[config.mk]
export PLATFORM = sky130hd
export DESIGN_NAME = div_unit
export DESIGN_NICKNAME = d
export VERILOG_FILES = /design/src/common/div_pkg.sv /design/src/hw/div_unit.sv /design/src/hw/div/div_result_fix.sv /design/src/hw/div/div_core.sv /design/src/hw/div/div_operand_prep.sv /design/src/hw/div/div_clz.sv
export SDC_FILE = /design/constraint.sdc
export NUM_CORES = 1
export LEC_CHECK = 0
export BUFFER_PORTS_ARGS = -buffer_cell sky130_fd_sc_hd__buf_2
export CAP_MARGIN = 10
export CORE_MARGIN = 4
export CORE_UTILIZATION = 50
export DETAILED_ROUTE_END_ITERATION = 8
export GPL_TIMING_DRIVEN = 0
export HOLD_SLACK_MARGIN = 0.06
export PLACE_DENSITY = 0.68
export SYNTH_ARGS = -nofsm -noshare
export SYNTH_HDL_FRONTEND = slang
export SYNTH_HIERARCHICAL = 1
export SYNTH_SLANG_ARGS = --single-unit
[constraint.sdc]
create_clock -name clk -period 8.49 [get_ports clk]
set_clock_uncertainty 0.1 [all_clocks]
set_input_delay 0 -clock clk [delete_from_list [all_inputs] [get_ports clk]]
set_output_delay 0 -clock clk [all_outputs]
set_load 0.03 [all_outputs]
[src/common/div_pkg.sv]
//////////////////////////////
// Integer divide unit package
// Word width, op encoding and the
// structs passed between stages
//////////////////////////////

package div_pkg;

    localparam int XLEN  = 32;
    localparam int CLZ_W = $clog2(XLEN);  // Width of a leading-zero count

    //////////////////////////////
    // Operations
    //////////////////////////////
    // Bit 1 picks the remainder, bit 0 marks the unsigned form
    typedef enum logic [1:0] {
        DIV  = 2'b00,
        DIVU = 2'b01,
        REM  = 2'b10,
        REMU = 2'b11
    } div_op_t;

    // One request as seen at the unit boundary
    typedef struct packed {
        div_op_t         op;
        logic [XLEN-1:0] rs1;  // Dividend
        logic [XLEN-1:0] rs2;  // Divisor
    } div_request_t;

    //////////////////////////////
    // Prep stage to core
    //////////////////////////////
    typedef struct packed {
        logic [XLEN-1:0]  dividend;  // Magnitude
        logic [XLEN-1:0]  divisor;   // Magnitude
        logic [CLZ_W-1:0] dividend_clz;
        logic [CLZ_W-1:0] divisor_clz;
        logic             divisor_is_zero;
    } div_operands_t;

    // Held by prep for the result stage
    typedef struct packed {
        logic is_rem;
        logic negate_quotient;
        logic negate_remainder;
        logic divisor_is_zero;
    } div_ctrl_t;

endpackage
[src/hw/div_unit.sv]
//////////////////////////////
// Integer divide unit top
// Prep, core and result stage
// plus the busy level
//////////////////////////////

`timescale 1ns/100ps

module div_unit #(
    parameter int XLEN = div_pkg::XLEN
) (
    input  logic                  clk,
    input  logic                  rst,
    input  div_pkg::div_request_t req,
    input  logic                  req_valid,
    output logic                  busy,
    output logic [XLEN-1:0]       result,
    output logic                  result_valid
);

    logic                   accept;
    logic                   start;
    logic                   done;
    div_pkg::div_operands_t operands;
    div_pkg::div_ctrl_t     ctrl;
    logic [XLEN-1:0]        quotient;
    logic [XLEN-1:0]        remainder;

    //////////////////////////////
    // Request acceptance
    //////////////////////////////
    assign accept = req_valid & ~busy;  // Dropped while busy, no queue

    always_ff @(posedge clk) begin
        if (rst) begin
            busy <= 1'b0;
        end else if (accept) begin
            busy <= 1'b1;
        end else if (result_valid) begin
            busy <= 1'b0;
        end
    end

    //////////////////////////////
    // Stages
    //////////////////////////////
    div_operand_prep #(.DIV_WIDTH(XLEN)) prep_i (
        .clk      (clk),
        .rst      (rst),
        .req      (req),
        .accept   (accept),
        .operands (operands),
        .ctrl     (ctrl),
        .start    (start)
    );

    div_core #(.DIV_WIDTH(XLEN)) core_i (
        .clk       (clk),
        .rst       (rst),
        .start     (start),
        .operands  (operands),
        .quotient  (quotient),
        .remainder (remainder),
        .done      (done)
    );

    div_result_fix #(.DIV_WIDTH(XLEN)) fix_i (
        .clk          (clk),
        .rst          (rst),
        .ctrl         (ctrl),
        .quotient     (quotient),
        .remainder    (remainder),
        .done         (done),
        .result       (result),
        .result_valid (result_valid)
    );

endmodule

[src/hw/div/div_result_fix.sv]
//////////////////////////////
// Result stage
// Sign fix, divide-by-zero rule,
// quotient or remainder pick
//////////////////////////////

`timescale 1ns/100ps

module div_result_fix #(
    parameter int DIV_WIDTH = 32
) (
    input  logic                 clk,
    input  logic                 rst,
    input  div_pkg::div_ctrl_t   ctrl,
    input  logic [DIV_WIDTH-1:0] quotient,
    input  logic [DIV_WIDTH-1:0] remainder,
    input  logic                 done,
    output logic [DIV_WIDTH-1:0] result,
    output logic                 result_valid
);

    logic                 done_q;  // Core outputs settle one cycle after done
    logic [DIV_WIDTH-1:0] quotient_fixed;
    logic [DIV_WIDTH-1:0] remainder_fixed;
    logic [DIV_WIDTH-1:0] selected;

    //////////////////////////////
    // Correction
    //////////////////////////////
    // Divide by zero gives all ones, negate flag is already off then
    // MIN / -1 comes out as MIN with no special case
    assign quotient_fixed = ctrl.divisor_is_zero ? '1 :
                            ctrl.negate_quotient ? -quotient : quotient;

    // Core already returns the dividend as remainder on zero divisor
    assign remainder_fixed = ctrl.negate_remainder ? -remainder : remainder;

    assign selected = ctrl.is_rem ? remainder_fixed : quotient_fixed;

    //////////////////////////////
    // Output register
    //////////////////////////////
    always_ff @(posedge clk) begin
        if (done_q) begin
            result <= selected;  // Steady until the next completion
        end
    end

    always_ff @(posedge clk) begin
        if (rst) begin
            done_q       <= 1'b0;
            result_valid <= 1'b0;
        end else begin
            done_q       <= done;
            result_valid <= done_q;  // Two cycles behind done
        end
    end

endmodule

[src/hw/div/div_core.sv]
//////////////////////////////
// Radix-4 unsigned divider core
// Aligns by leading-zero counts
// and terminates early
//////////////////////////////

`timescale 1ns/100ps

module div_core #(
    parameter int DIV_WIDTH = 32
) (
    input  logic                   clk,
    input  logic                   rst,
    input  logic                   start,
    input  div_pkg::div_operands_t operands,
    output logic [DIV_WIDTH-1:0]   quotient,
    output logic [DIV_WIDTH-1:0]   remainder,
    output logic                   done
);

    localparam int CLZ_W = $clog2(DIV_WIDTH);

    logic [CLZ_W-1:0]     delta;           // divisor_clz - dividend_clz
    logic                 delta_neg;       // Divisor larger than dividend
    logic                 abort;
    logic [DIV_WIDTH-1:0] shifted_divisor;
    logic [DIV_WIDTH+1:0] sub_2x_full;
    logic [DIV_WIDTH:0]   sub_1x_full;
    logic [DIV_WIDTH-1:0] sub_2x;
    logic [DIV_WIDTH-1:0] sub_1x;
    logic                 sub_2x_borrow;
    logic                 sub_1x_borrow;
    logic [1:0]           new_bits;        // Two quotient bits per cycle
    logic [CLZ_W-2:0]     cycles_left;
    logic [CLZ_W-2:0]     cycles_left_next;
    logic                 terminate;
    logic                 running;

    //////////////////////////////
    // Alignment
    //////////////////////////////
    assign {delta_neg, delta} = {1'b0, operands.divisor_clz} - {1'b0, operands.dividend_clz};
    assign abort = delta_neg | operands.divisor_is_zero;

    // Shift by delta rounded down to even, then two bits per step
    always_ff @(posedge clk) begin
        if (start) begin
            shifted_divisor <= operands.divisor << {delta[CLZ_W-1:1], 1'b0};
        end else if (running) begin
            shifted_divisor <= {2'b00, shifted_divisor[DIV_WIDTH-1:2]};
        end
    end

    //////////////////////////////
    // Subtract stage
    //////////////////////////////
    // Twice the divisor first, extra top bit catches the borrow
    assign sub_2x_full   = {2'b00, remainder} - {1'b0, shifted_divisor, 1'b0};
    assign sub_2x_borrow = sub_2x_full[DIV_WIDTH+1];
    assign sub_2x        = sub_2x_full[DIV_WIDTH-1:0];

    // Then once more on whichever value survived
    assign sub_1x_full   = {1'b0, (sub_2x_borrow ? remainder : sub_2x)} -
                           {1'b0, shifted_divisor};
    assign sub_1x_borrow = sub_1x_full[DIV_WIDTH];
    assign sub_1x        = sub_1x_full[DIV_WIDTH-1:0];

    assign new_bits = {~sub_2x_borrow, ~sub_1x_borrow};

    always_ff @(posedge clk) begin
        if (start) begin
            quotient <= '0;
        end else if (running) begin
            quotient <= {quotient[DIV_WIDTH-3:0], new_bits};
        end
    end

    // Holds when both new bits are zero
    always_ff @(posedge clk) begin
        if (start) begin
            remainder <= operands.dividend;
        end else if (running && new_bits != 2'b00) begin
            remainder <= sub_1x_borrow ? sub_2x : sub_1x;
        end
    end

    //////////////////////////////
    // Control
    //////////////////////////////
    assign {terminate, cycles_left_next} = {1'b0, cycles_left} - CLZ_W'(1);  // Borrow at zero

    always_ff @(posedge clk) begin
        if (rst) begin
            running     <= 1'b0;
            cycles_left <= '0;
        end else begin
            running     <= (running & ~terminate) | (start & ~abort);
            cycles_left <= running ? cycles_left_next : delta[CLZ_W-1:1];
        end
    end

    // Early exit lands in the start cycle
    assign done = (running & terminate) | (start & abort);

endmodule

[src/hw/div/div_operand_prep.sv]
//////////////////////////////
// Operand prep stage
// Request register, magnitudes,
// leading-zero counts, sign flags
// and the core start strobe
//////////////////////////////

`timescale 1ns/100ps

module div_operand_prep #(
    parameter int DIV_WIDTH = 32
) (
    input  logic                   clk,
    input  logic                   rst,
    input  div_pkg::div_request_t  req,
    input  logic                   accept,
    output div_pkg::div_operands_t operands,
    output div_pkg::div_ctrl_t     ctrl,
    output logic                   start
);

    localparam int CLZ_W = $clog2(DIV_WIDTH);

    logic                 is_signed;
    logic                 rs1_neg;
    logic                 rs2_neg;
    logic                 rs2_zero;
    logic [DIV_WIDTH-1:0] rs1_abs;
    logic [DIV_WIDTH-1:0] rs2_abs;
    logic [CLZ_W-1:0]     rs1_clz;
    logic [CLZ_W-1:0]     rs2_clz;

    //////////////////////////////
    // Magnitudes
    //////////////////////////////
    assign is_signed = ~req.op[0];                        // DIV and REM
    assign rs1_neg   = is_signed & req.rs1[DIV_WIDTH-1];
    assign rs2_neg   = is_signed & req.rs2[DIV_WIDTH-1];
    assign rs2_zero  = (req.rs2 == '0);

    // Most negative value maps onto itself, fine as unsigned
    assign rs1_abs = rs1_neg ? -req.rs1 : req.rs1;
    assign rs2_abs = rs2_neg ? -req.rs2 : req.rs2;

    // Counts taken on the magnitudes, ahead of the register
    div_clz #(.WIDTH(DIV_WIDTH)) dividend_clz_i (
        .value (rs1_abs),
        .clz   (rs1_clz)
    );

    div_clz #(.WIDTH(DIV_WIDTH)) divisor_clz_i (
        .value (rs2_abs),
        .clz   (rs2_clz)
    );

    //////////////////////////////
    // Registers
    //////////////////////////////
    // Payload, held until the next accepted request
    always_ff @(posedge clk) begin
        if (accept) begin
            operands.dividend        <= rs1_abs;
            operands.divisor         <= rs2_abs;
            operands.dividend_clz    <= rs1_clz;
            operands.divisor_clz     <= rs2_clz;
            operands.divisor_is_zero <= rs2_zero;

            ctrl.is_rem           <= req.op[1];
            ctrl.negate_quotient  <= (rs1_neg ^ rs2_neg) & ~rs2_zero;  // Zero rule wins
            ctrl.negate_remainder <= rs1_neg;                          // Follows dividend
            ctrl.divisor_is_zero  <= rs2_zero;
        end
    end

    // One-cycle core kick, operands valid alongside
    always_ff @(posedge clk) begin
        if (rst) begin
            start <= 1'b0;
        end else begin
            start <= accept;
        end
    end

endmodule

[src/hw/div/div_clz.sv]
//////////////////////////////
// Leading-zero counter
// Priority search from the top bit
//////////////////////////////

`timescale 1ns/100ps

module div_clz #(
    parameter int WIDTH = 32
) (
    input  logic [WIDTH-1:0]         value,
    output logic [$clog2(WIDTH)-1:0] clz
);

    localparam int OUT_W = $clog2(WIDTH);

    // Zero input reports WIDTH-1, same as a value of 1
    // Keeps a zero dividend from looking smaller than any divisor
    localparam logic [OUT_W-1:0] ZERO_CLZ = OUT_W'(WIDTH - 1);

    //////////////////////////////
    // Search
    //////////////////////////////
    always_comb begin
        logic found;
        found = 1'b0;
        clz   = ZERO_CLZ;  // Default when no bit is set
        for (int i = WIDTH - 1; i >= 0; i--) begin
            // First set bit from the top wins
            if (!found && value[i]) begin
                clz   = OUT_W'(WIDTH - 1 - i);
                found = 1'b1;
            end
        end
    end

endmodule

**Word-level counts from Yosys, hierarchy flattened**

Index checks and enable logic that the tools add are counted.

- Output and inout bits: 34
- Bits of input ports: 69
- Flip-flop bits (word level): 215
- ROM bits: 0
- Bits in latches: 0
- Logic and storage cells: 331
- Memory bits (writable): 0
- Memories kept: 0

- Shift operators: 1
- Reduce and logical (&&, ||, !) cells: 138
- Multiplexer cells: 139
- Multipliers: 0
- Bitwise gates (word level): 19
- $add $sub $neg: 8
- Eq/ne operators: 0
- Divide/modulo/power cells: 0
- Magnitude comparators: 0

Operators by type and width:

| cell | count |
|---|---|
| $mux W32 | 12 |
| $mux W5 | 32 |
| $neg A32 Y32 | 4 |
| $mux W4 | 17 |
| $mux W1 | 66 |
| $logic_and A1 B1 Y1 | 63 |
| $logic_not A1 Y1 | 62 |
| $sub A32 B33 Y34 | 1 |
| $sub A32 B32 Y33 | 1 |
| $logic_not A32 Y1 | 1 |
| $reduce_or A16 Y1 | 2 |
| $shl A32 B5 Y32 | 1 |
| $mux W3 | 8 |
| $reduce_or A8 Y1 | 2 |
| $and A1 B1 Y1 | 8 |
| $mux W2 | 4 |
| $reduce_bool A2 Y1 | 4 |
| $reduce_or A4 Y1 | 2 |
| $not A1 Y1 | 7 |
| $sub A5 B5 Y6 | 1 |
| $sub A4 B1 Y5 const B | 1 |
| $reduce_or A2 Y1 | 2 |
| $or A1 B1 Y1 | 3 |
| $xor A1 B1 Y1 | 1 |

**Depth between registers and ports, before layout**

- Word-level depth: 97
- Gate-level depth with buffers: 26
- Mapped depth without buffers: 23

**Hierarchy**

Netlist, hierarchy kept.

Modules (own cells, without submodules):

| module | area each (um^2) | seq. area each (um^2) | times used | cells each |
|---|---|---|---|---|
| div_core | 9252.6 | 2662.6 | 1 | 1079 |
| div_operand_prep | 3736.1 | 2362.3 | 1 | 287 |
| div_result_fix | 2768.9 | 1001.0 | 1 | 283 |
| div_clz | 349.1 | 0.0 | 2 | 53 |
| div_unit | 40.0 | 20.0 | 1 | 4 |

**Worst setup path after synthesis**

No wires, ideal clock.

- Kind: reg2reg
- Start: reg core_i.remainder[1]
- End: reg core_i.remainder[10] (enable)
- Stages on the path, launching flop included: 26
- Period minus slack after synthesis: 7.517 ns
- Required time: 7.928 ns
- Path buffers: 4
- Setup time: 0.462 ns
- Data arrival time: 6.955 ns
- Setup slack: 0.973 ns
- Cells stage by stage: edfxtp_1 > inv_1 > ha_1 > inv_1 > fa_1 > a211oi_1 > o211ai_1 > a31oi_2 > a21oi_2 > o21bai_1 > and3_4 > o32ai_4 > buf_6 > mux2_2 > ha_1 > clkbuf_1 > and4_1 > and4_1 > a22o_1 > a21oi_2 > a21oi_2 > o21ai_2 > buf_4 > buf_2 > nor2b_1 > o21ai_0

- Cells in the longest elaborated chain, start to end: 7
- Elaborated cells on any way between the ends: 8
- Those cells by class: 2 x add/sub; 1 x mux; 2 x bitwise; 3 x reduce/logical

Ends and longest elaborated chain:

| what | RTL line | source |
|---|---|---|
| start: declaration | div_core.sv:17 | `output logic [DIV_WIDTH-1:0] remainder,` |
| start signal: assignment | div_core.sv:81 | `remainder <= operands.dividend;` |
| start signal: assignment | div_core.sv:83 | `remainder <= sub_1x_borrow ? sub_2x : sub_1x;` |
| $sub A32 B33 Y34 | div_core.sv:58 | `assign sub_2x_full = {2'b00, remainder} - {1'b0, shifted_divisor, 1'b0};` |
| $mux W32 | div_core.sv:63 | `assign sub_1x_full = {1'b0, (sub_2x_borrow ? remainder : sub_2x)} -` |
| $sub A32 B32 Y33 | div_core.sv:63 |  |
| $not A1 Y1 | div_core.sv:68 | `assign new_bits = {~sub_2x_borrow, ~sub_1x_borrow};` |
| $reduce_bool A2 Y1 (*) | div_core.sv:82 | `end else if (running && new_bits != 2'b00) begin` |
| $logic_and A1 B1 Y1 (*) | div_core.sv:82 |  |
| $reduce_bool A2 Y1 (no source line) (*) | -- |  |

Mark *: on every way between the ends. The rest lies on a longest branch, timed or not.
A chain may end at the register's enable or synchronous reset.

**Worst setup path after layout**

- Start: reg core_i.remainder[1]
- End: reg core_i.remainder[29] (enable)

Same word-level chain as after synthesis.

==> out/metrics.cfg <==
[run_status]
status = finished clean

[floorplan]
rows = 66
initial_core_util = 0.507
core_mm2 = 0.0325
die_area_mm2 = 0.0360
die_w_um = 190
die_h_um = 190
ios = 103

[sta]
final-hold-violation-count = 0
fmax_mhz = 133
max_slew_margin = 0.341
rsz0062_at_grt = false
setup-violations-final = 0
layout_setup_ws_ns = 0.991
final-max-slew-violation-count = 0
post-route-min-period_ns = 7.50
fin_setup_tns_ns = 0
worstMarginPinSlew_ns = 0.988
post-route-period-util = 0.883

[route]
ant_nets = 0
via_count = 14954
drt-total-wl_um = 50800
wire_per_inst_um = 20.7
drtPass1Iterations = 6
drc = 0
dr.first_iter.drc_count = 1036
viasPerCell = 6.10

[yosys]
avgSynthCellArea_um2 = 9.38
synth_nets = 1903
yosys_warnings = 6
synth_edf_count = 174
syn-instance-count = 1759
ys_ff_latch = 215
async_reset_ff_frac = 0
ys_seq_area_frac = 0.367
ys.flop_type = edfxtp_1
synth_area_mm2 = 0.0165
netlist-cell-type-count = 89

[placed_design]
pre_cts_ws_ns = 1.13
place_hpwl_um = 39300
place.port_buffers = 102
placed_area_mm2 = 0.0176
place_congestion = 0.974

[power_and_ir_drop]
p_per_area_mw_per_mm2 = 232
ir_drop_uv = 167
leakagePower_nw = 7.60

[finish]
final_nets = 2134
diodes = 0
final_common_cell = edfxtp_1
final_area_mm2 = 0.0195
post-route-util = 0.599
final_cell_mix = edfxtp_1, nor2_1, a21oi_1
drive_gt1_frac = 0.127
area_growth_syn_to_layout_pct = 18.1
fillCellCount = 2811

[cts]
cts_tree = done
cts_made_buffers = 25
clkTransAtPathRegs_ns = 0.06
cts_sinks = 215
clk-insertion-delay-late_ns = 0.54
clockRootBuffer = clkbuf_16
cts_setup_buffers = 0
post_cts_resized = 0
ctsHtreeMaxLevel = 1
clk_path_buf_depth = 3

[global_routing]
grt_max_degree = 69
overflow = 0
grt_first_pass_wirelength_um = 79100
antenna_found_initial = 0
grt_pass1_vias = 14754
grtUsageTotal = 0.273

[run]
max-cap-violations = 0

[critical_path]
reg2reg_depth = 26
crit_path_max_fanout = 22
critPathArrivalTime_ns = 7.62
endpoint_kind = flip-flop
critPathRequiredTime_ns = 8.61
startpoint_type = flip-flop
crit_type = reg -> reg

[hold_path]
whs_path_depth = 2
hp-class = in -> reg

power by group:
part	internal, mW	switching [mW]	leakage [nW]	total (mW)
combinational	0.824	1.25	5.23	2.07
clock	0.660	0.429	0.411	1.09
sequential	1.28	0.0896	1.97	1.37
total	2.77	1.76	7.60	4.53
layout make-up:
type                            instances  area, µm²  area share
Sequential cell                       215       6050       0.310
Clock inverter                         18        195      0.0100
Clock buffer                           28        637      0.0327
Multi-Input combinational cell       1375       9770       0.501
Buffer                                 81        363      0.0186
Inverter                               88        330      0.0170
Tap cell                              442        553      0.0284
Timing Repair Buffer                  204       1590      0.0818
cells in the mapped netlist (6+ instances only):
cell type  number  area share
o21ai_1         6      0.0018
nor2b_1        28       0.011
xnor2_1        70       0.037
edfxtp_1      174        0.32
a31oi_1        13      0.0049
a22oi_1        30       0.014
mux2_2         38       0.026
or4_4           8      0.0055
nand4_1        12      0.0046
clkbuf_1       53       0.012
o21ai_0        96       0.029
dfxtp_1        41       0.050
nand2b_1       16      0.0061
a21o_1         28       0.013
o22ai_1        16      0.0061
a221oi_1        7      0.0037
o21a_1         13      0.0059
inv_1          88       0.020
o21bai_1        7      0.0032
nor4_1         31       0.012
mux2i_1        90       0.055
or4_1           7      0.0032
nand3_1        27      0.0082
o31ai_1        41       0.019
o41ai_1         8      0.0042
a211oi_1       43       0.020
xor2_1         99       0.053
nor3_1         31      0.0094
or3_1          20      0.0076
nor2_1        162       0.037
a21oi_1       111       0.034
o211ai_1       13      0.0059
or2_2           9      0.0034
ha_1           72       0.055
nand2_1       110       0.025
buf_2           8      0.0024
and3_1          7      0.0027
buf_1          12      0.0027
layer usage:
layer / GRT usage / vias to the layer above / wire (µm)
li1: - / 7064 / -
met1: 0.347 / 7142 / 20800
met2: 0.489 / 632 / 24900
met3: 0.0262 / 116 / 3290
met4: 0.0913 / 0 / 1780
met5: 0 / - / 0
worst max-delay path, stage by stage (launching register included):
cell and delay, ns:
edfxtp_1 0.42, inv_1 0.08, ha_1 0.21, inv_1 0.07
fa_1 0.23, a211oi_1 0.12, o211ai_1 0.40, a31oi_2 0.24
a21oi_2 0.25, o21bai_1 0.16, and3_4 0.21, o32ai_4 0.69
buf_6 0.26, mux2i_1 0.26, inv_1 0.09, fa_1 0.46
nand2b_1 0.20, a21o_1 0.21, a21oi_1 0.42, a21oi_2 0.18
a21oi_2 0.34, o21ai_2 0.18, buf_4 0.22, buf_2 0.25
nor2b_1 0.20, o21ai_4 0.43, buf_12 0.25
final timing paths:
path / from / endpoint / slack (ns)
worst max-delay path: core_i/remainder[1] / core_i/remainder[29] / 0.99
worst max register to register: core_i/remainder[1] / core_i/remainder[29] / 0.99
worst min-delay path: req[65] / prep_i/ctrl[3] / 0.09
worst min register to register: fix_i/result_valid / busy / 0.33
registers in the layout, summed over array words and instances, names as in the netlist, 4 cells and up:
register                flops
fix_i/result               32
core_i/quotient            32
prep_i/ctrl                 4
core_i/shifted_divisor     32
prep_i/operands            74
core_i/cycles_left          4
core_i/remainder           32
through the flow:
| stage | hold WS, ns | power [mW] | instances |
|---|---|---|---|
| floorplan | -0.0284 | 2.82 | 1759 |
| global placement | 0.0822 | 3.33 | 2303 |
| detailed placement | 0.0852 | 3.36 | 2306 |
| CTS | 0.0610 | 4.50 | 2450 |
| global route | 0.0893 | 4.78 | 2451 |
| finish | 0.0887 | 4.53 | 2451 |
timing repair:
item,CTS,global route
setup endpoints to repair,0,0
hold buffers,98,0
endpoints found under the hold margin,94,0
kinds of logic after synthesis:
logic type | synth area share
compound gates | 0.199
mux | 0.0812
simple gates | 0.163
flops | 0.367
xor+xnor | 0.0897
fa+ha+maj | 0.0583
buf+inv | 0.0420
No activity file was read; power rests on OpenSTA's default activity.
